## config.mk

```make
export PLATFORM = sky130hd
export DESIGN_NAME = instr_fetch_top
export DESIGN_NICKNAME = d
export VERILOG_FILES = /design/src/verilog/fetch_pkg.sv /design/src/verilog/rvc_pkg.sv /design/src/verilog/fetch_word_if.sv /design/src/verilog/parcel_if.sv /design/src/verilog/fetch_pc_gen.sv /design/src/verilog/instr_fetch_top.sv /design/src/verilog/parcel_realign_buf.sv /design/src/verilog/rvc_expander.sv
export SDC_FILE = /design/constraint.sdc
export NUM_CORES = 1
export LEC_CHECK = 0
export BUFFER_PORTS_ARGS = -buffer_cell sky130_fd_sc_hd__buf_2
export CORE_MARGIN = 2
export CORE_UTILIZATION = 55
export DETAILED_ROUTE_END_ITERATION = 7
export MAX_ROUTING_LAYER = met4
export PLACE_DENSITY = 0.74
export SLEW_MARGIN = 20
export SYNTH_ARGS = -nofsm -noshare
export SYNTH_HDL_FRONTEND = slang
export SYNTH_SLANG_ARGS = --single-unit
```

## constraint.sdc

```tcl
create_clock -name clk_i -period 19.2 [get_ports clk_i]
set_input_delay 0.96 -clock clk_i [delete_from_list [all_inputs] [get_ports clk_i]]
set_output_delay 0.96 -clock clk_i [all_outputs]
set_load 0.005 [all_outputs]
```

## src/verilog/fetch_pkg.sv

```systemverilog
`default_nettype none

package fetch_pkg;

    // fetch restarts here after reset
    localparam logic [31:0] RESET_PC = 32'h0000_1000;

    // requests in flight plus words waiting in the producer queue
    localparam int MAX_OUTSTANDING = 2;
    localparam int CNT_W           = 2;  // wide enough for MAX_OUTSTANDING

    // realignment buffer depth in 16-bit parcels
    localparam int PARCEL_SLOTS = 4;
    localparam int SLOT_W       = 2;     // slot index

    // one fetched word tagged with the halfword pc of its first useful parcel
    typedef struct packed {
        logic [31:0] word;
        logic [31:1] pc;
    } fetch_word_t;

endpackage

`default_nettype wire

```

## src/verilog/rvc_pkg.sv

```systemverilog
`default_nettype none

package rvc_pkg;

    // supported compressed operations, RV32C without float forms
    typedef enum logic [4:0] {
        C_ADDI4SPN, C_LW,     C_SW,
        C_ADDI,     C_JAL,    C_LI,     C_ADDI16SP, C_LUI,
        C_SRLI,     C_SRAI,   C_ANDI,
        C_SUB,      C_XOR,    C_OR,     C_AND,
        C_J,        C_BEQZ,   C_BNEZ,
        C_SLLI,     C_LWSP,   C_JR,     C_MV,
        C_EBREAK,   C_JALR,   C_ADD,    C_SWSP,
        C_ILLEGAL
    } rvc_op_e;

    // RV32I major opcodes
    localparam logic [6:0] OPC_OP_IMM = 7'b0010011;
    localparam logic [6:0] OPC_OP     = 7'b0110011;
    localparam logic [6:0] OPC_LOAD   = 7'b0000011;
    localparam logic [6:0] OPC_STORE  = 7'b0100011;
    localparam logic [6:0] OPC_BRANCH = 7'b1100011;
    localparam logic [6:0] OPC_JAL    = 7'b1101111;
    localparam logic [6:0] OPC_JALR   = 7'b1100111;
    localparam logic [6:0] OPC_LUI    = 7'b0110111;
    localparam logic [6:0] OPC_SYSTEM = 7'b1110011;

    localparam logic [4:0] REG_SP = 5'd2;
    localparam logic [4:0] REG_RA = 5'd1;

    // rd'/rs1'/rs2' prefix, x8..x15
    localparam logic [1:0] CREG_BASE = 2'b01;

endpackage

`default_nettype wire
```

## src/verilog/fetch_word_if.sv

```systemverilog
`timescale 1ns/1ps
`default_nettype none

// fetched words, PC generator -> realignment buffer
interface fetch_word_if;

    logic        valid;
    logic        ready;
    logic [31:0] word;
    logic [31:1] pc;     // bit 1 set means lower parcel is skipped

    modport producer (
        output valid, word, pc,
        input  ready
    );

    modport buffer (
        input  valid, word, pc,
        output ready
    );

endinterface

`default_nettype wire

```

## src/verilog/parcel_if.sv

```systemverilog
`timescale 1ns/1ps
`default_nettype none

// whole raw instructions, realignment buffer -> expander
interface parcel_if;

    logic        valid;
    logic        ready;
    logic [31:0] instr;       // upper half zero when compressed
    logic [31:1] pc;
    logic        compressed;

    modport buffer (
        output valid, instr, pc, compressed,
        input  ready
    );

    modport expander (
        input  valid, instr, pc, compressed,
        output ready
    );

endinterface

`default_nettype wire

```

## src/verilog/fetch_pc_gen.sv

```systemverilog
`timescale 1ns/1ps
`default_nettype none

module fetch_pc_gen (
    input  logic           clk_i,
    input  logic           rst_n_i,
    input  logic           redirect_valid_i,
    input  logic [31:1]    redirect_pc_i,
    output logic           imem_req_valid_o,
    input  logic           imem_req_ready_i,
    output logic [31:0]    imem_addr_o,
    input  logic           imem_rsp_valid_i,
    input  logic [31:0]    imem_rsp_data_i,
    fetch_word_if.producer word_o
);
    import fetch_pkg::*;

    logic [31:1]      pc_q;        // next request, halfword address
    logic [31:1]      rsp_pc_q;    // tag for the next live response
    logic             run_q;
    logic [CNT_W-1:0] inflight_q;  // includes stale ones
    logic [CNT_W-1:0] stale_q;
    logic [CNT_W-1:0] q_cnt_q;
    logic             q_wr_q;
    logic             q_rd_q;
    fetch_word_t      q_mem [MAX_OUTSTANDING];

    logic             req_fire;
    logic             rsp_live;
    logic             pop;
    logic [CNT_W:0]   occupancy;
    logic [CNT_W-1:0] inflight_nxt;

    // never ask for more than the queue can always absorb
    assign occupancy        = {1'b0, inflight_q} + {1'b0, q_cnt_q};
    assign imem_req_valid_o = run_q && (occupancy < (CNT_W + 1)'(MAX_OUTSTANDING));
    assign imem_addr_o      = {pc_q[31:2], 2'b00};
    assign req_fire         = imem_req_valid_o && imem_req_ready_i;

    assign rsp_live = imem_rsp_valid_i && (stale_q == '0);
    assign pop      = word_o.valid && word_o.ready;

    assign inflight_nxt = inflight_q + CNT_W'(req_fire) - CNT_W'(imem_rsp_valid_i);

    assign word_o.valid = (q_cnt_q != '0);
    assign word_o.word  = q_mem[q_rd_q].word;
    assign word_o.pc    = q_mem[q_rd_q].pc;

    always_ff @(posedge clk_i or negedge rst_n_i) begin
        if (!rst_n_i) begin
            run_q      <= 1'b0;
            pc_q       <= RESET_PC[31:1];
            rsp_pc_q   <= RESET_PC[31:1];
            inflight_q <= '0;
            stale_q    <= '0;
            q_cnt_q    <= '0;
            q_wr_q     <= 1'b0;
            q_rd_q     <= 1'b0;
        end else begin
            run_q      <= 1'b1;
            inflight_q <= inflight_nxt;
            if (redirect_valid_i) begin
                pc_q     <= redirect_pc_i;
                rsp_pc_q <= redirect_pc_i;
                stale_q  <= inflight_nxt;  // whatever is still out gets dropped
                q_cnt_q  <= '0;
                q_wr_q   <= 1'b0;
                q_rd_q   <= 1'b0;
            end else begin
                if (req_fire)
                    pc_q <= {pc_q[31:2] + 30'd1, 1'b0};  // next word boundary
                if (imem_rsp_valid_i && !rsp_live)
                    stale_q <= stale_q - CNT_W'(1);
                if (rsp_live) begin
                    rsp_pc_q <= {rsp_pc_q[31:2] + 30'd1, 1'b0};
                    q_wr_q   <= ~q_wr_q;
                end
                if (pop)
                    q_rd_q <= ~q_rd_q;
                q_cnt_q <= q_cnt_q + CNT_W'(rsp_live) - CNT_W'(pop);
            end
        end
    end

    // response queue storage
    always_ff @(posedge clk_i) begin
        if (rsp_live)
            q_mem[q_wr_q] <= '{word: imem_rsp_data_i, pc: rsp_pc_q};
    end

endmodule

`default_nettype wire

```

## src/verilog/instr_fetch_top.sv

```systemverilog
`timescale 1ns/1ps
`default_nettype none

module instr_fetch_top (
    input  logic        clk_i,
    input  logic        rst_n_i,
    // instruction memory
    output logic        imem_req_valid_o,
    input  logic        imem_req_ready_i,
    output logic [31:0] imem_addr_o,
    input  logic        imem_rsp_valid_i,
    input  logic [31:0] imem_rsp_data_i,
    // redirect from execute
    input  logic        redirect_valid_i,
    input  logic [31:1] redirect_pc_i,
    // decode
    output logic        dec_valid_o,
    input  logic        dec_ready_i,
    output logic [31:0] dec_instr_o,
    output logic [31:1] dec_pc_o,
    output logic        dec_illegal_o
);

    fetch_word_if fetch_word ();
    parcel_if     parcel ();

    fetch_pc_gen u_pc_gen (
        .clk_i            (clk_i),
        .rst_n_i          (rst_n_i),
        .redirect_valid_i (redirect_valid_i),
        .redirect_pc_i    (redirect_pc_i),
        .imem_req_valid_o (imem_req_valid_o),
        .imem_req_ready_i (imem_req_ready_i),
        .imem_addr_o      (imem_addr_o),
        .imem_rsp_valid_i (imem_rsp_valid_i),
        .imem_rsp_data_i  (imem_rsp_data_i),
        .word_o           (fetch_word.producer)
    );

    // redirect flushes every stage in the same cycle
    parcel_realign_buf u_realign (
        .clk_i   (clk_i),
        .rst_n_i (rst_n_i),
        .flush_i (redirect_valid_i),
        .word_i  (fetch_word.buffer),
        .instr_o (parcel.buffer)
    );

    rvc_expander u_expander (
        .clk_i         (clk_i),
        .rst_n_i       (rst_n_i),
        .flush_i       (redirect_valid_i),
        .instr_i       (parcel.expander),
        .dec_valid_o   (dec_valid_o),
        .dec_ready_i   (dec_ready_i),
        .dec_instr_o   (dec_instr_o),
        .dec_pc_o      (dec_pc_o),
        .dec_illegal_o (dec_illegal_o)
    );

endmodule

`default_nettype wire

```

## src/verilog/parcel_realign_buf.sv

```systemverilog
`timescale 1ns/1ps
`default_nettype none

module parcel_realign_buf (
    input  logic         clk_i,
    input  logic         rst_n_i,
    input  logic         flush_i,
    fetch_word_if.buffer word_i,
    parcel_if.buffer     instr_o
);
    import fetch_pkg::*;

    // circular parcel store, each parcel keeps its own pc
    logic [15:0]       parcel_q [PARCEL_SLOTS];
    logic [31:1]       ppc_q    [PARCEL_SLOTS];
    logic [SLOT_W-1:0] rd_ptr_q;
    logic [SLOT_W-1:0] wr_ptr_q;
    logic [SLOT_W:0]   cnt_q;

    logic [SLOT_W-1:0] wr_ptr_1;
    logic [SLOT_W-1:0] rd_ptr_1;
    logic [SLOT_W:0]   free_slots;
    logic [SLOT_W:0]   n_in;
    logic [SLOT_W:0]   n_out;
    logic              skip_lo;
    logic              push;
    logic              pop;
    logic [15:0]       head;
    logic              head_comp;

    assign skip_lo    = word_i.pc[1];  // word entered mid-way
    assign n_in       = (SLOT_W + 1)'(skip_lo ? 1 : 2);
    assign free_slots = (SLOT_W + 1)'(PARCEL_SLOTS) - cnt_q;
    assign word_i.ready = (free_slots >= n_in);
    assign push       = word_i.valid && word_i.ready;

    assign wr_ptr_1 = wr_ptr_q + SLOT_W'(1);
    assign rd_ptr_1 = rd_ptr_q + SLOT_W'(1);

    // length decode on the head parcel
    assign head      = parcel_q[rd_ptr_q];
    assign head_comp = (head[1:0] != 2'b11);
    assign n_out     = (SLOT_W + 1)'(head_comp ? 1 : 2);

    // a 32-bit instruction waits here until its upper half arrives
    assign instr_o.valid      = (cnt_q != '0) && (head_comp || cnt_q >= (SLOT_W + 1)'(2));
    assign instr_o.instr      = head_comp ? {16'h0000, head} : {parcel_q[rd_ptr_1], head};
    assign instr_o.pc         = ppc_q[rd_ptr_q];
    assign instr_o.compressed = head_comp;
    assign pop                = instr_o.valid && instr_o.ready;

    always_ff @(posedge clk_i) begin
        if (push) begin
            ppc_q[wr_ptr_q] <= word_i.pc;
            if (skip_lo) begin
                parcel_q[wr_ptr_q] <= word_i.word[31:16];
            end else begin
                parcel_q[wr_ptr_q] <= word_i.word[15:0];
                parcel_q[wr_ptr_1] <= word_i.word[31:16];
                ppc_q[wr_ptr_1]    <= {word_i.pc[31:2], 1'b1};
            end
        end
    end

    always_ff @(posedge clk_i or negedge rst_n_i) begin
        if (!rst_n_i) begin
            rd_ptr_q <= '0;
            wr_ptr_q <= '0;
            cnt_q    <= '0;
        end else if (flush_i) begin  // redirect wins over any transfer
            rd_ptr_q <= '0;
            wr_ptr_q <= '0;
            cnt_q    <= '0;
        end else begin
            if (push)
                wr_ptr_q <= wr_ptr_q + n_in[SLOT_W-1:0];
            if (pop)
                rd_ptr_q <= rd_ptr_q + n_out[SLOT_W-1:0];
            cnt_q <= cnt_q + (push ? n_in : '0) - (pop ? n_out : '0);
        end
    end

endmodule

`default_nettype wire

```

## src/verilog/rvc_expander.sv

```systemverilog
`timescale 1ns/1ps
`default_nettype none

module rvc_expander (
    input  logic        clk_i,
    input  logic        rst_n_i,
    input  logic        flush_i,
    parcel_if.expander  instr_i,
    output logic        dec_valid_o,
    input  logic        dec_ready_i,
    output logic [31:0] dec_instr_o,
    output logic [31:1] dec_pc_o,
    output logic        dec_illegal_o
);
    import rvc_pkg::*;

    logic [15:0] c;
    logic [4:0]  rd;      // also rs1 in full-register forms
    logic [4:0]  rs2;
    logic [4:0]  rdp;     // rd' / rs2'
    logic [4:0]  rs1p;
    logic [11:0] imm6;    // sign-extended 6-bit immediate
    logic [19:0] j_imm;   // jal imm field, already in instruction order
    rvc_op_e     op;
    logic [31:0] exp_instr;
    logic        load;

    assign c     = instr_i.instr[15:0];
    assign rd    = c[11:7];
    assign rs2   = c[6:2];
    assign rdp   = {CREG_BASE, c[4:2]};
    assign rs1p  = {CREG_BASE, c[9:7]};
    assign imm6  = {{7{c[12]}}, c[6:2]};
    assign j_imm = {c[12], c[8], c[10:9], c[6], c[7], c[2], c[11], c[5:3], c[12], {8{c[12]}}};

    // classify by quadrant and funct3
    always_comb begin
        op = C_ILLEGAL;
        case ({c[1:0], c[15:13]})
            5'b00_000: op = (c[12:5] != '0) ? C_ADDI4SPN : C_ILLEGAL;  // covers all-zero
            5'b00_010: op = C_LW;
            5'b00_110: op = C_SW;
            5'b01_000: op = C_ADDI;
            5'b01_001: op = C_JAL;
            5'b01_010: op = C_LI;
            5'b01_011: begin
                if ({c[12], c[6:2]} == '0)
                    op = C_ILLEGAL;
                else
                    op = (rd == REG_SP) ? C_ADDI16SP : C_LUI;
            end
            5'b01_100: begin
                case (c[11:10])
                    2'b00:   op = c[12] ? C_ILLEGAL : C_SRLI;  // shamt[5] is rv64 only
                    2'b01:   op = c[12] ? C_ILLEGAL : C_SRAI;
                    2'b10:   op = C_ANDI;
                    default: begin
                        if (!c[12]) begin
                            case (c[6:5])
                                2'b00:   op = C_SUB;
                                2'b01:   op = C_XOR;
                                2'b10:   op = C_OR;
                                default: op = C_AND;
                            endcase
                        end
                    end
                endcase
            end
            5'b01_101: op = C_J;
            5'b01_110: op = C_BEQZ;
            5'b01_111: op = C_BNEZ;
            5'b10_000: op = c[12] ? C_ILLEGAL : C_SLLI;
            5'b10_010: op = (rd != '0) ? C_LWSP : C_ILLEGAL;
            5'b10_100: begin
                if (!c[12])
                    op = (rs2 != '0) ? C_MV : ((rd != '0) ? C_JR : C_ILLEGAL);
                else if (rs2 != '0)
                    op = C_ADD;
                else
                    op = (rd != '0) ? C_JALR : C_EBREAK;
            end
            5'b10_110: op = C_SWSP;
            default:   op = C_ILLEGAL;  // float and reserved slots
        endcase
    end

    // standard RV32C to RV32I mapping
    always_comb begin
        case (op)
            C_ADDI4SPN: exp_instr = {2'b00, c[10:7], c[12:11], c[5], c[6], 2'b00,
                                     REG_SP, 3'b000, rdp, OPC_OP_IMM};
            C_LW:       exp_instr = {5'b0, c[5], c[12:10], c[6], 2'b00,
                                     rs1p, 3'b010, rdp, OPC_LOAD};
            C_SW:       exp_instr = {5'b0, c[5], c[12], rdp, rs1p, 3'b010,
                                     c[11:10], c[6], 2'b00, OPC_STORE};
            C_ADDI:     exp_instr = {imm6, rd, 3'b000, rd, OPC_OP_IMM};
            C_JAL:      exp_instr = {j_imm, REG_RA, OPC_JAL};
            C_LI:       exp_instr = {imm6, 5'd0, 3'b000, rd, OPC_OP_IMM};
            C_ADDI16SP: exp_instr = {{3{c[12]}}, c[4:3], c[5], c[2], c[6], 4'b0000,
                                     REG_SP, 3'b000, REG_SP, OPC_OP_IMM};
            C_LUI:      exp_instr = {{15{c[12]}}, c[6:2], rd, OPC_LUI};
            C_SRLI:     exp_instr = {7'b0000000, rs2, rs1p, 3'b101, rs1p, OPC_OP_IMM};
            C_SRAI:     exp_instr = {7'b0100000, rs2, rs1p, 3'b101, rs1p, OPC_OP_IMM};
            C_ANDI:     exp_instr = {imm6, rs1p, 3'b111, rs1p, OPC_OP_IMM};
            C_SUB:      exp_instr = {7'b0100000, rdp, rs1p, 3'b000, rs1p, OPC_OP};
            C_XOR:      exp_instr = {7'b0000000, rdp, rs1p, 3'b100, rs1p, OPC_OP};
            C_OR:       exp_instr = {7'b0000000, rdp, rs1p, 3'b110, rs1p, OPC_OP};
            C_AND:      exp_instr = {7'b0000000, rdp, rs1p, 3'b111, rs1p, OPC_OP};
            C_J:        exp_instr = {j_imm, 5'd0, OPC_JAL};
            C_BEQZ:     exp_instr = {{4{c[12]}}, c[6:5], c[2], 5'd0, rs1p, 3'b000,
                                     c[11:10], c[4:3], c[12], OPC_BRANCH};
            C_BNEZ:     exp_instr = {{4{c[12]}}, c[6:5], c[2], 5'd0, rs1p, 3'b001,
                                     c[11:10], c[4:3], c[12], OPC_BRANCH};
            C_SLLI:     exp_instr = {7'b0000000, rs2, rd, 3'b001, rd, OPC_OP_IMM};
            C_LWSP:     exp_instr = {4'b0, c[3:2], c[12], c[6:4], 2'b00,
                                     REG_SP, 3'b010, rd, OPC_LOAD};
            C_JR:       exp_instr = {12'd0, rd, 3'b000, 5'd0, OPC_JALR};
            C_MV:       exp_instr = {7'b0000000, rs2, 5'd0, 3'b000, rd, OPC_OP};
            C_EBREAK:   exp_instr = {12'd1, 5'd0, 3'b000, 5'd0, OPC_SYSTEM};
            C_JALR:     exp_instr = {12'd0, rd, 3'b000, REG_RA, OPC_JALR};
            C_ADD:      exp_instr = {7'b0000000, rs2, rd, 3'b000, rd, OPC_OP};
            C_SWSP:     exp_instr = {4'b0, c[8:7], c[12], rs2, REG_SP, 3'b010,
                                     c[11:9], 2'b00, OPC_STORE};
            default:    exp_instr = {16'h0000, c};  // raw parcel, flagged illegal
        endcase
    end

    // output register takes a new instruction when empty or being drained
    assign instr_i.ready = !dec_valid_o || dec_ready_i;
    assign load          = instr_i.valid && instr_i.ready;

    always_ff @(posedge clk_i or negedge rst_n_i) begin
        if (!rst_n_i)
            dec_valid_o <= 1'b0;
        else if (flush_i)
            dec_valid_o <= 1'b0;
        else if (load)
            dec_valid_o <= 1'b1;
        else if (dec_ready_i)
            dec_valid_o <= 1'b0;
    end

    always_ff @(posedge clk_i) begin
        if (load) begin
            dec_instr_o   <= instr_i.compressed ? exp_instr : instr_i.instr;
            dec_pc_o      <= instr_i.pc;
            dec_illegal_o <= instr_i.compressed && (op == C_ILLEGAL);
        end
    end

endmodule

`default_nettype wire

```

After elaboration in Yosys (flattened, before gate mapping)
Memory sizes are Yosys's and may differ from the RTL's. A register that Yosys moved wholly into a read port is not among the register bits.
Index checks and enable logic that the tools add are counted.
- equality and inequality tests: 46
- add/subtract/negate cells: 15
- bitwise logic cells: 3
- magnitude comparators: 3
- reductions and logical operators: 29
- mux-type cells: 53
- operator list (kind ; number):
    case mux 32 bit (26 select lines) ; 1
    2-to-1 mux 31 bit ; 4
    == test 5 x 4 -> 1 bit, second input constant ; 16
    == test 5 bit, second input constant ; 15
    case mux 5 bit (15 select lines) ; 1
    2-to-1 mux 32 bit ; 2
    adder 30 x 1 -> 30 bit, second input constant ; 2
    2-to-1 mux 5 bit ; 8
    == test 5 x 3 -> 1 bit, second input constant ; 5
    == test 5 x 2 -> 1 bit, second input constant ; 4
    2-to-1 mux 1 bit ; 19
    2-to-1 mux 2 bit ; 9
    2-to-1 mux 16 bit ; 1
    case mux 5 bit (3 select lines) ; 1
    2-to-1 mux 4 bit ; 3
    nonzero test 2 bit ; 6
    zero test 5 bit ; 2
    nonzero test 5 bit ; 2
    2-to-1 mux 3 bit ; 3
    case mux 3 bit (3 select lines) ; 1
    logical AND 1 bit ; 8
    nonzero test 8 bit ; 1
    zero test 2 bit ; 3
    zero test 6 bit ; 1
    other kinds (21) ; 31
- memories kept: 3
- bits in registers: 112
- output and inout port bits: 98
- input port bits: 69
- word-level logic and storage cells: 166
- bits in writable memories: 314
- memories (memory ; words ; width ; rd ports ; clocked after Yosys merged registers in ; wr ports ; line ; text):
    u_pc_gen.q_mem ; 2 ; 63 ; 1 ; 0 ; 1 ; fetch_pc_gen.sv:26 ; fetch_word_t q_mem [MAX_OUTSTANDING];
    u_realign.ppc_q ; 4 ; 31 ; 1 ; 1 ; 2 ; parcel_realign_buf.sv:15 ; logic [31:1] ppc_q [PARCEL_SLOTS];
    u_realign.parcel_q ; 4 ; 16 ; 2 ; 0 ; 2 ; parcel_realign_buf.sv:14 ; logic [15:0] parcel_q [PARCEL_SLOTS];

Logic depth before layout (Yosys ltp)
Gate-level depths: netlist of run 1.
An unclocked memory read counts as a cell.
- depth in word-level cells: 11
- gate-level depth with buffers: 18
- gate-level depth less buffers: 14

By module
A second synthesis of run 1 with hierarchy kept.
- cell total of the unflattened synthesis: 1597
- area, all modules: 22186.3 um^2
- modules (own cells, without submodules) (module ; times used ; area an instance (um^2) ; cells each ; sequential area each (um^2)):
    parcel_realign_buf ; 1 ; 9634.2 ; 584 ; 5780.5
    fetch_pc_gen ; 1 ; 8647.0 ; 642 ; 5537.8
    rvc_expander ; 1 ; 3905.0 ; 371 ; 1946.9

Worst setup path before layout of run 1
OpenSTA, ideal clock, no wires.
- path type: register -> register
- start point: register u_realign.rd_ptr_q[0]
- end point: register u_realign.cnt_q[1]
- required time: 19.069 ns
- clock period less this slack: 6.531 ns
- buffers on the path: 3
- stages on the path, launching flop included: 13
- slack: 12.669 ns
- data arrival time: 6.400 ns
- library setup time: 0.131 ns
- cells stage by stage: dfrtp_1 -> buf_6 -> buf_4 -> mux4_2 -> and2_1 -> clkbuf_1 -> a31o_2 -> nor2b_1 -> and2_1 -> fa_1 -> inv_1 -> fa_1 -> nor2b_1
- cells in the longest elaborated chain, start to end: 8
- elaborated cells on any way between the ends: 9
- classes of those cells: add/sub (1); eq/ne (1); mux (3); reduce/logical (3); memory (1)
- RTL lines (element ; line ; text):
    start: declaration ; parcel_realign_buf.sv:16 ; logic [SLOT_W-1:0] rd_ptr_q;
    start signal: assignment ; parcel_realign_buf.sv:78 ; rd_ptr_q <= rd_ptr_q + n_out[SLOT_W-1:0];
    memory (4 x 16 bit) ; - ;
    inequality test 2 bit ; parcel_realign_buf.sv:42 ; assign head_comp = (head[1:0] != 2'b11);
    logical OR 1 bit ; parcel_realign_buf.sv:46 ; assign instr_o.valid = (cnt_q != '0) && (head_comp || cnt_q >= (SLOT_W + 1)'(2));
    logical AND 1 bit ; parcel_realign_buf.sv:46 ;
    logical AND 1 bit ; - ;
    net u_expander.load ; rvc_expander.sv:26 ; logic load;
    2-to-1 mux 3 bit ; parcel_realign_buf.sv:79 ; cnt_q <= cnt_q + (push ? n_in : '0) - (pop ? n_out : '0);
    subtractor 3 bit ; parcel_realign_buf.sv:79 ;
    2-to-1 mux 3 bit ; parcel_realign_buf.sv:70 ; end else if (flush_i) begin
    end signal: assignment ; parcel_realign_buf.sv:79 ;
    end: declaration ; parcel_realign_buf.sv:18 ; logic [SLOT_W:0] cnt_q;
The timed path passes the listed nets, and every way through them passes these cells.
A chain may end at the register's enable or synchronous reset.

Worst setup path after layout of run 1
- start point: register u_realign.rd_ptr_q[0]
- end point: register u_expander.dec_instr_o[4] (data pin)
- cells in the longest elaborated chain, start to end: 10
- elaborated cells on any way between the ends: 73
- classes of those cells: eq/ne (45); mux (19); reduce/logical (8); memory (1)
- RTL lines (element ; line ; text):
    memory (4 x 16 bit) * ; - ;
    2-to-1 mux 32 bit ; parcel_realign_buf.sv:47 ; assign instr_o.instr = head_comp ? {16'h0000, head} : {parcel_q[rd_ptr_1], head};
    == test 2 bit (tied with other cells) ; rvc_expander.sv:59 ; case (c[6:5])
    case mux 3 bit (3 select lines) (tied with other cells) ; rvc_expander.sv:59 ;
    2-to-1 mux 5 bit, on equally long branches ; rvc_expander.sv:58, rvc_expander.sv:76, rvc_expander.sv:77 ;
    case mux 5 bit (3 select lines) or 2-to-1 mux 5 bit (tied branches) ; rvc_expander.sv:53, rvc_expander.sv:75 ;
    case mux 5 bit (15 select lines) ; rvc_expander.sv:39 ; case ({c[1:0], c[15:13]})
    == test 5 bit (tied with other cells) ; rvc_expander.sv:89 ; case (op)
    case mux 32 bit (26 select lines) ; rvc_expander.sv:89 ;
    2-to-1 mux 32 bit * ; rvc_expander.sv:145 ; dec_instr_o <= instr_i.compressed ? exp_instr : instr_i.instr;
    end signal: assignment ; rvc_expander.sv:145 ;
    end: declaration ; rvc_expander.sv:11 ; output logic [31:0] dec_instr_o,
Every way passes the cells marked *; elsewhere a longest branch is shown, timed or not.

==> metrics.yaml, run 1 <==
status: "complete, no violations"
grt_pass1_wl_um: 80400
num_vias: 13200
netlist_area_um2: 21200
synth_area_leader_cell: "edfxtp_1"
slew_viol_final: 0
viasPerCell: 6.12
peakVddDrop_mv: 0.113
postSynthAreaPerCell_um2: 14.6
drtIter0Drc: 1153
synth_cell_types: 77
cts.root.buffer_cell: "clkbuf_16"
clkLatencyLatePin_ps: 590
synth_seq_cells: 456
wl_per_cell_um: 24.2
arrival_ps: 6110
ant_nets: 0
seq_area_frac_synth_pct: 62.7
grt_pass1_vias: 13200
track_usage_pct: 27.2
crit_fanout: 38
start_util_pct: 56.1
relSlewSlack_pct: 38.4
fin_crit_ps: 5810
end_kind: "register"
p_per_area_nw_per_um2: 185
setup_viol: 0
drive_above_1_share_pct: 25.8
area_growth_pct: 13.2
grt_overflow_total: 0
synth_cells: 1447
leakagePower_nw: 8.63
cts_buffer_depth: 3
final_cell_mix: "374 x edfxtp_1, 201 x nor2_1, 163 x buf_2"
synth_enable_flop_cells: 374
drc: 0
synth_top_area_share_pct: 53.1
hold_viol_final: 0
cts_tree: "built"
finClkSkew_ps: 22.1
drtPass1Iterations: 6
period_share_pct: 30.3
dp_hpwl_um: 34900
cts_hold_buf: 0
antennaDiodeCount: 0
die_width_um: 200
pre_cts_ws_ps: 13380
io_buffers: 164
place_area_um2: 22500
io_pins: 167
htree_levels: 2
cp_data_required_time_ps: 19500
place.gp.congestion: 0.946
yosys_warnings: 0
postCtsSetupRepairBufs: 0
grt_max_degree: 79
synth-main-ff-cell: "edfxtp_1"
drv_cap: 0
synth_area_leaders: "edfxtp_1 53%, mux4_2 14%, dfrtp_1 9.0%, nor2_1 3.6%, a21oi_1 1.7%"
antenna_found_initial: 0
clock-sinks: 456
ys_async_sr_fraction_pct: 17.1
placementRows: 71
tns_ps: 0
start_kind: "register"
power_mw: 4.42
die_h_um: 200
final_area_um2: 24000
layout_commonest_cell: "edfxtp_1"
rsz0062_at_grt: "false"
cts.clk_slew.worst_paths_ps: 60
fin_nets: 1688
tightest_slew_ps: 924
coreArea_um2: 37800
cts_resized: 0
worstSetupPathType: "register to register"
cts-buffers-inserted: 46
die_area_um2: 40100
worst_slack_ps: 13390
hold_path.class: "primary input to asynchronous set/reset pin"
max_freq_mhz: 172
wl_um: 51900
[flip-flops by register name, indices dropped and copies added (netlist names), 3 cells and up]
register                flops
u_pc_gen.q_mem            126
u_realign.ppc_q           124
u_realign.parcel_q         64
u_expander.dec_instr_o     32
u_expander.dec_pc_o        31
u_pc_gen.rsp_pc_q          31
u_pc_gen.pc_q              30
u_realign.cnt_q             3
[metal layers]
metal,share of wire [%],vias up,GRT usage [%]
li1,-,5855,-
met1,43,6660,38.3
met2,47,556,40.8
met3,7.8,84,5.19
met4,2.5,0,8.21
met5,0,-,-
[area by class of cell]
cell class | instances | area, um^2
Fill cell | 2761 | 13800
Clock buffer | 58 | 1290
Timing Repair Buffer | 183 | 973
Clock inverter | 28 | 196
Inverter | 44 | 165
Tap cell | 511 | 639
Sequential cell | 456 | 13300
Multi-Input combinational cell | 868 | 7420
[metrics by stage]
step | hold WS, ps | utilization [%] | std cells
final | 383 | 63.5 | 2148
after floorplan | 431 | - | 1448
after global placement | 448 | 59.5 | 2062
after CTS | 490 | 63.4 | 2148
after detailed placement | 475 | 59.5 | 2062
after global routing | 454 | 63.5 | 2148
[Yosys cell counts (all sizes together), types with 10 or more instances]
library cell / n
clkbuf: 58
mux2i: 35
nor2b: 13
buf: 22
and4: 10
mux4: 127
nor3: 17
dfrtp: 76
nand4: 22
edfxtp: 374
and3: 11
mux2: 15
inv: 43
nand3: 35
ha: 17
nor2: 203
o21ai: 26
xor2: 34
xnor2: 39
a21oi: 70
nand2: 69
[kinds of logic (layout without fill, tap and decap cells)]
logic type	Yosys count	in the layout	share of synthesized area, %
other	2	3	0.0355
buffers and inverters	124	313	2.41
AO/OA/AOI/OAI	161	161	4.82
XOR/XNOR	73	73	3.02
flip-flops	456	456	62.7
multiplexers	177	177	16.0
AND/OR/NAND/NOR	434	434	9.78
adder cells (fa/ha/maj)	20	20	1.29
[where the power goes]
group / leakage, nW / switching, mW / internal (mW)
registers: 4.53 / 0.141 / 1.51
clock network: 0.734 / 0.381 / 0.494
logic: 3.37 / 1.19 / 0.707
total: 8.63 / 1.71 / 2.71
[critical path, cell delays in order (launching register included)]
cell and delay, ps:
dfrtp_4 790, buf_4 680, mux4_2 640, nor2b_1 270, nand3b_1 250, nor3_1 650, a2111o_1 500, nand2_1 280
a21oi_1 610, o221ai_1 370, nor4bb_1 350, a31oi_1 120
[final timing paths]
kind	startpoint	to	slack, ps	cells after the start
worst min-delay path	rst_n_i	u_pc_gen.pc_q[15]	380	1
worst max register to register	u_realign.rd_ptr_q[0]	u_expander.dec_instr_o[4]	13390	11
max in group asynchronous	rst_n_i	u_pc_gen.q_rd_q	18160	1
min in group clk_i	u_pc_gen.rsp_pc_q[1]	u_pc_gen.q_mem[1][0]	490	0
worst min register to register	u_pc_gen.rsp_pc_q[1]	u_pc_gen.q_mem[1][0]	490	0
worst max-delay path	u_realign.rd_ptr_q[0]	u_expander.dec_instr_o[4]	13390	11
No activity file was read; power rests on OpenSTA's default activity.
==> run 2: changes to the inputs <==
--- a/config.mk
+++ b/config.mk
@@ -7,10 +7,10 @@
 export LEC_CHECK = 0
 export BUFFER_PORTS_ARGS = -buffer_cell sky130_fd_sc_hd__buf_2
 export CORE_MARGIN = 2
-export CORE_UTILIZATION = 55
+export CORE_UTILIZATION = 54
 export DETAILED_ROUTE_END_ITERATION = 7
 export MAX_ROUTING_LAYER = met4
-export PLACE_DENSITY = 0.74
+export PLACE_DENSITY = 0.76
 export SLEW_MARGIN = 20
 export SYNTH_ARGS = -nofsm -noshare
 export SYNTH_HDL_FRONTEND = slang
==> constraint.sdc (replaced) <==
create_clock -name clk_i -period 5.3 [get_ports clk_i]
set_input_delay 0.265 -clock clk_i [delete_from_list [all_inputs] [get_ports clk_i]]
set_output_delay 0.265 -clock clk_i [all_outputs]
set_load 0.005 [all_outputs]
==> run 2 against run 1 <==
Sequential power rose to 3.6 times the previous value. Clock-buffer cell count down 3. Combinational power rose to 3.9 times the previous value. Die area up 1.8%. Sequential share of layout area down 2.3 points. Sequential cell count unchanged. Setup slack worse by 13000 ps. Clock skew about the same. Power rose to 3.8 times the previous value. Routed wire length up 4.0%. Global-route usage up 0.71 points. Critical path type unchanged.
==> metrics.yaml, run 2 (synthesis results as in run 1) <==
rsz0062_at_grt: "false"
max_freq_mhz: 213
hold_path.class: "primary input to register"
drive_above_1_share_pct: 26.5
slowest_delay_ps: 690
startpoint: "u_realign.rd_ptr_q[0]"
io_pins: 167
fin_crit_ps: 4690
peakVddDrop_mv: 0.418
tns_ps: 0
path_buf_inv: 1
clkLatencyLatePin_ps: 590
drc: 0
layout_commonest_cell: "edfxtp_1"
antennaDiodeCount: 0
place.gp.congestion: 0.921
postCtsSetupRepairBufs: 0
ant_nets: 0
antenna_found_initial: 0
leakagePower_nw: 9.12
area_growth_pct: 18.1
crit_path_top_delay_cell: "mux4_2"
multi_input_area_um2: 7410
start_kind: "register"
ff_latch_area_um2: 13300
tightest_slew_ps: 898
critPathTopFamily: "simple AND/OR/NAND/NOR gates"
fin_nets: 1786
hp-start: "dec_ready_i"
final_area_um2: 25000
io_buffers: 164
relSlewSlack_pct: 40.1
r2r_start: "u_realign.rd_ptr_q[0]"
period_share_pct: 88.4
wl_per_cell_um: 24.0
track_usage_pct: 27.9
clock-sinks: 456
place_area_um2: 22700
arrival_ps: 5010
p_per_area_nw_per_um2: 670
wl_um: 54000
dp_hpwl_um: 36100
die_h_um: 202
cts.clk_slew.worst_paths_ps: 60
reg_top3: "u_pc_gen.q_mem: 126 flops, u_realign.ppc_q: 124 flops, u_realign.parcel_q: 64 flops"
finClkSkew_ps: 22.5
coreArea_um2: 38600
end_kind: "register"
grt_pass1_vias: 13700
cp_cell_sequence: "mux4_2 > or4_4 > o2111ai_1 > nand3_1 > a2111o_1 > buf_4 > or3_1 > o21a_1 > nand4_2 > nor4b_2 > a41oi_1"
setup_viol: 0
crit_fanout: 24
slew_viol_final: 0
cts_tree: "built"
status: "complete, no violations"
power_mw: 16.7
stdcell_count: 2253
viasPerCell: 6.11
htree_levels: 2
cts.root.buffer_cell: "clkbuf_16"
hold_viol_final: 0
die_area_um2: 40800
cts_buffer_depth: 3
cp_data_required_time_ps: 5620
grt_max_degree: 65
fillCellCount: 2702
largest_reg_flops: 126
grt_overflow_total: 0
worstSetupPathType: "register to register"
cts_resized: 0
dp_cells: 2102
grt_pass1_wl_um: 83200
final_cell_mix: "374 x edfxtp_1, 202 x nor2_1, 163 x buf_2"
num_vias: 13800
drtPass1Iterations: 5
largest_register: "u_pc_gen.q_mem"
die_width_um: 202
worst_slack_ps: 613
drtIter0Drc: 1358
start_util_pct: 54.8
cts-buffers-inserted: 47
placementRows: 72
pre_cts_ws_ps: 605
drv_cap: 0
-- run 2: cell type report --
cell class,count,share of cell area [%]
Tap cell,518,2.59
Clock buffer,55,4.95
Sequential cell,456,53.1
Clock inverter,32,1.56
Multi-Input combinational cell,868,29.7
Timing Repair Buffer,280,7.48
Inverter,44,0.661
-- run 2: layer usage --
layer / part of all wire [%] / track usage (%)
met4: 2.2 / 7.62
met1: 41 / 39.8
met2: 47 / 42.4
met5: 0 / -
met3: 9.2 / 4.55
-- run 2: where the power goes --
group / internal [mW] / switching [mW] / total [mW]
clock: 2.03 / 1.41 / 3.44
combinational: 2.92 / 4.42 / 7.34
sequential: 5.47 / 0.505 / 5.97
total: 10.4 / 6.33 / 16.7
-- run 2: worst min-delay path, stage by stage --
cell and delay, ps:
buf_2 70, nand2b_1 150, a21oi_1 80
-- run 2: stage by stage --
| stage | hold WS (ps) | utilization [%] |
|---|---|---|
| 6_report | 13.8 | 64.7 |
| 3_3_place_gp | 124 | 58.8 |
| 3_5_place_dp | 129 | 58.8 |
| 4_1_cts | 18.7 | 64.7 |
| 2_1_floorplan | -30.6 | - |
| 5_1_grt | 38.3 | 64.7 |
-- run 2: path summary, 6_finish.rpt --
path / endpoint / slack, ps / cells after the start
setup / recovery: u_expander.dec_instr_o[9] / 610 / 11
hold reg to reg: u_realign.ppc_q[1][0] / 480 / 1
max in group asynchronous: u_pc_gen.q_rd_q / 4040 / 3
setup reg to reg: u_expander.dec_instr_o[9] / 610 / 11
hold / removal: u_expander.dec_valid_o / 10 / 3
min in group asynchronous: u_pc_gen.pc_q[9] / 70 / 2
-- run 2: timing repair --
| item | 4_1_cts | 5_1_grt |
|---|---|---|
| endpoints found under the setup margin | 0 | 0 |
| endpoints found under the hold margin | 138 | 0 |
| hold buffers | 64 | 0 |
==> run 3: changes to the inputs <==
==> constraint.sdc (replaced) <==
create_clock -name clk_i -period 4.3 [get_ports clk_i]
set_input_delay 0.215 -clock clk_i [delete_from_list [all_inputs] [get_ports clk_i]]
set_output_delay 0.215 -clock clk_i [all_outputs]
set_load 0.005 [all_outputs]
==> run 3 against run 2 <==
Clock skew up 6.5 ps. Final area up 1.3%. Clock power up 20%. Hold slack better by 68 ps. Largest cell class unchanged. Maximum frequency up 11%. Cell count up 2.0%. Sequential cell count unchanged. Combinational power up 31%. Critical path depth down 1. Highest routed layer unchanged. Sequential power up 22%.
==> metrics.yaml, run 3 (synthesis results as in run 1) <==
area_growth_pct: 19.6
end_kind: "register"
peakVddDrop_mv: 0.438
antenna_found_initial: 0
wl_um: 51900
rsz0062_at_grt: "false"
final_util_pct: 65.5
drive_above_1_share_pct: 28.4
cts-buffers-inserted: 47
ant_nets: 0
p_int_mw: 13.2
start_kind: "register"
pre_cts_ws_ps: 124
start_util_pct: 54.8
crit_fanout: 9
p_per_area_nw_per_um2: 831
fillCellCount: 2693
drc: 0
num_vias: 13700
p_seq_share_pct: 34.6
drtPass1Iterations: 6
worstSetupPathType: "register to register"
finClkSkew_ps: 29.0
worst_r2r_endpoint: "u_expander.dec_instr_o[9]"
status: "complete, no violations"
relSlewSlack_pct: 36.3
htree_levels: 2
slew_viol_final: 0
track_usage_pct: 26.8
pwr-share-comb_pct: 45.9
r2r_start: "u_realign.rd_ptr_q[0]"
grt_max_degree: 79
min_to: "u_pc_gen.inflight_q[1]"
largest_register: "u_pc_gen.q_mem"
place.gp.congestion: 0.998
io_pins: 167
period_share_pct: 98.0
antennaDiodeCount: 0
reg_top3: "u_pc_gen.q_mem: 126 flops, u_realign.ppc_q: 124 flops, u_realign.parcel_q: 64 flops"
cp_data_required_time_ps: 4630
io_buffers: 164
max_freq_mhz: 237
die_h_um: 202
arrival_ps: 4550
die_area_um2: 40800
drv_cap: 0
die_width_um: 202
clkLatencyLatePin_ps: 600
final_cell_mix: "374 x edfxtp_1, 202 x nor2_1, 163 x buf_2"
viasPerCell: 5.94
cts.root.buffer_cell: "clkbuf_16"
dp_hpwl_um: 35100
place_area_um2: 23100
tightest_slew_ps: 954
layout_commonest_cell: "edfxtp_1"
grt_pass1_wl_um: 80500
drtIter0Drc: 1408
hold_path.class: "primary input to register"
wl_per_cell_um: 22.6
worst_slack_ps: 84.3
final_area_um2: 25300
grt_overflow_total: 0
hp-start: "imem_rsp_valid_i"
largest_reg_flops: 126
hold_viol_final: 0
grt_pass1_vias: 13800
hold-path-cell-count: 3
reg2reg_depth: 10
cts_tree: "built"
cts.clk_slew.worst_paths_ps: 60
leakagePower_nw: 9.32
fin_crit_ps: 4220
p_switching_mw: 7.79
power_switching_share_pct: 37.0
setup_viol: 0
fin_nets: 1831
clock-sinks: 456
reg2reg_slack_ps: 80
coreArea_um2: 38600
cts_buffer_depth: 3
fin_hold_ws_ps: 81.9
placementRows: 72
p_clk_share_pct: 19.6
[run 3: layout make-up]
| class | instances | area [um^2] | share of cell area [%] |
|---|---|---|---|
| tap | 518 | 648 | 2.56 |
| timing repair buffer | 325 | 2230 | 8.80 |
| clock buffer | 60 | 1280 | 5.08 |
| sequential | 456 | 13300 | 52.4 |
| inverter | 44 | 165 | 0.652 |
| clock inverter | 26 | 285 | 1.13 |
| multi-input combinational | 868 | 7430 | 29.4 |
[run 3: timing repair]
item / 4_1_cts / 5_1_grt
setup buffers: 0 / 1
gates resized for setup: 0 / 1
setup endpoints to repair: 0 / 14
hold buffers: 65 / 0
hold endpoints to repair: 202 / 0
[run 3: worst max-delay path by stage]
stage,from,to,slack [ps],cells past startpoint
after floorplan,u_realign.rd_ptr_q[0],u_realign.cnt_q[1],-50,12
after global placement,u_realign.rd_ptr_q[0],u_expander.dec_instr_o[8],150,11
after detailed placement,u_realign.rd_ptr_q[0],u_expander.dec_instr_o[8],120,10
after CTS,u_realign.rd_ptr_q[0],u_expander.dec_instr_o[8],110,10
after global routing,u_realign.rd_ptr_q[0],u_expander.dec_instr_o[8],20,10
final,u_realign.rd_ptr_q[0],u_expander.dec_instr_o[9],80,10
[run 3: critical path: stages (launching register included)]
cell	delay (ps)
dfrtp_4	510
mux4_2	540
or4_4	570
or4b_1	600
and2_4	210
and4_4	220
or3_1	340
o21a_1	220
nand4_2	220
nor4b_2	360
a41oi_1	160
[run 3: metal layers]
layer / global-route usage, % / up-vias / share of wire [%]
met2: 40.4 / 625 / 47
met4: 9.09 / 0 / 2.7
met5: - / - / 0
met1: 38.1 / 6789 / 42
met3: 3.66 / 104 / 8.0
li1: - / 6136 / -
[run 3: power by group through the flow]
stage / sequential, mW / combinational (mW) / clock, mW
finish: 7.27 / 9.65 / 4.12
global route: 7.38 / 10.4 / 4.34
CTS: 7.27 / 9.56 / 4.19
detailed placement: 7.34 / 9.48 / 0
global placement: 7.28 / 9.47 / 0
floorplan: 7.19 / 5.93 / 0
[run 3: per-stage QoR]
stage	instances	total power [mW]	TNS (ps)
3_5_place_dp	2144	16.8	0
4_1_cts	2295	21.0	0
2_1_floorplan	1448	13.1	-46.1
3_3_place_gp	2144	16.7	0
6_report	2297	21.0	0
5_1_grt	2297	22.1	0
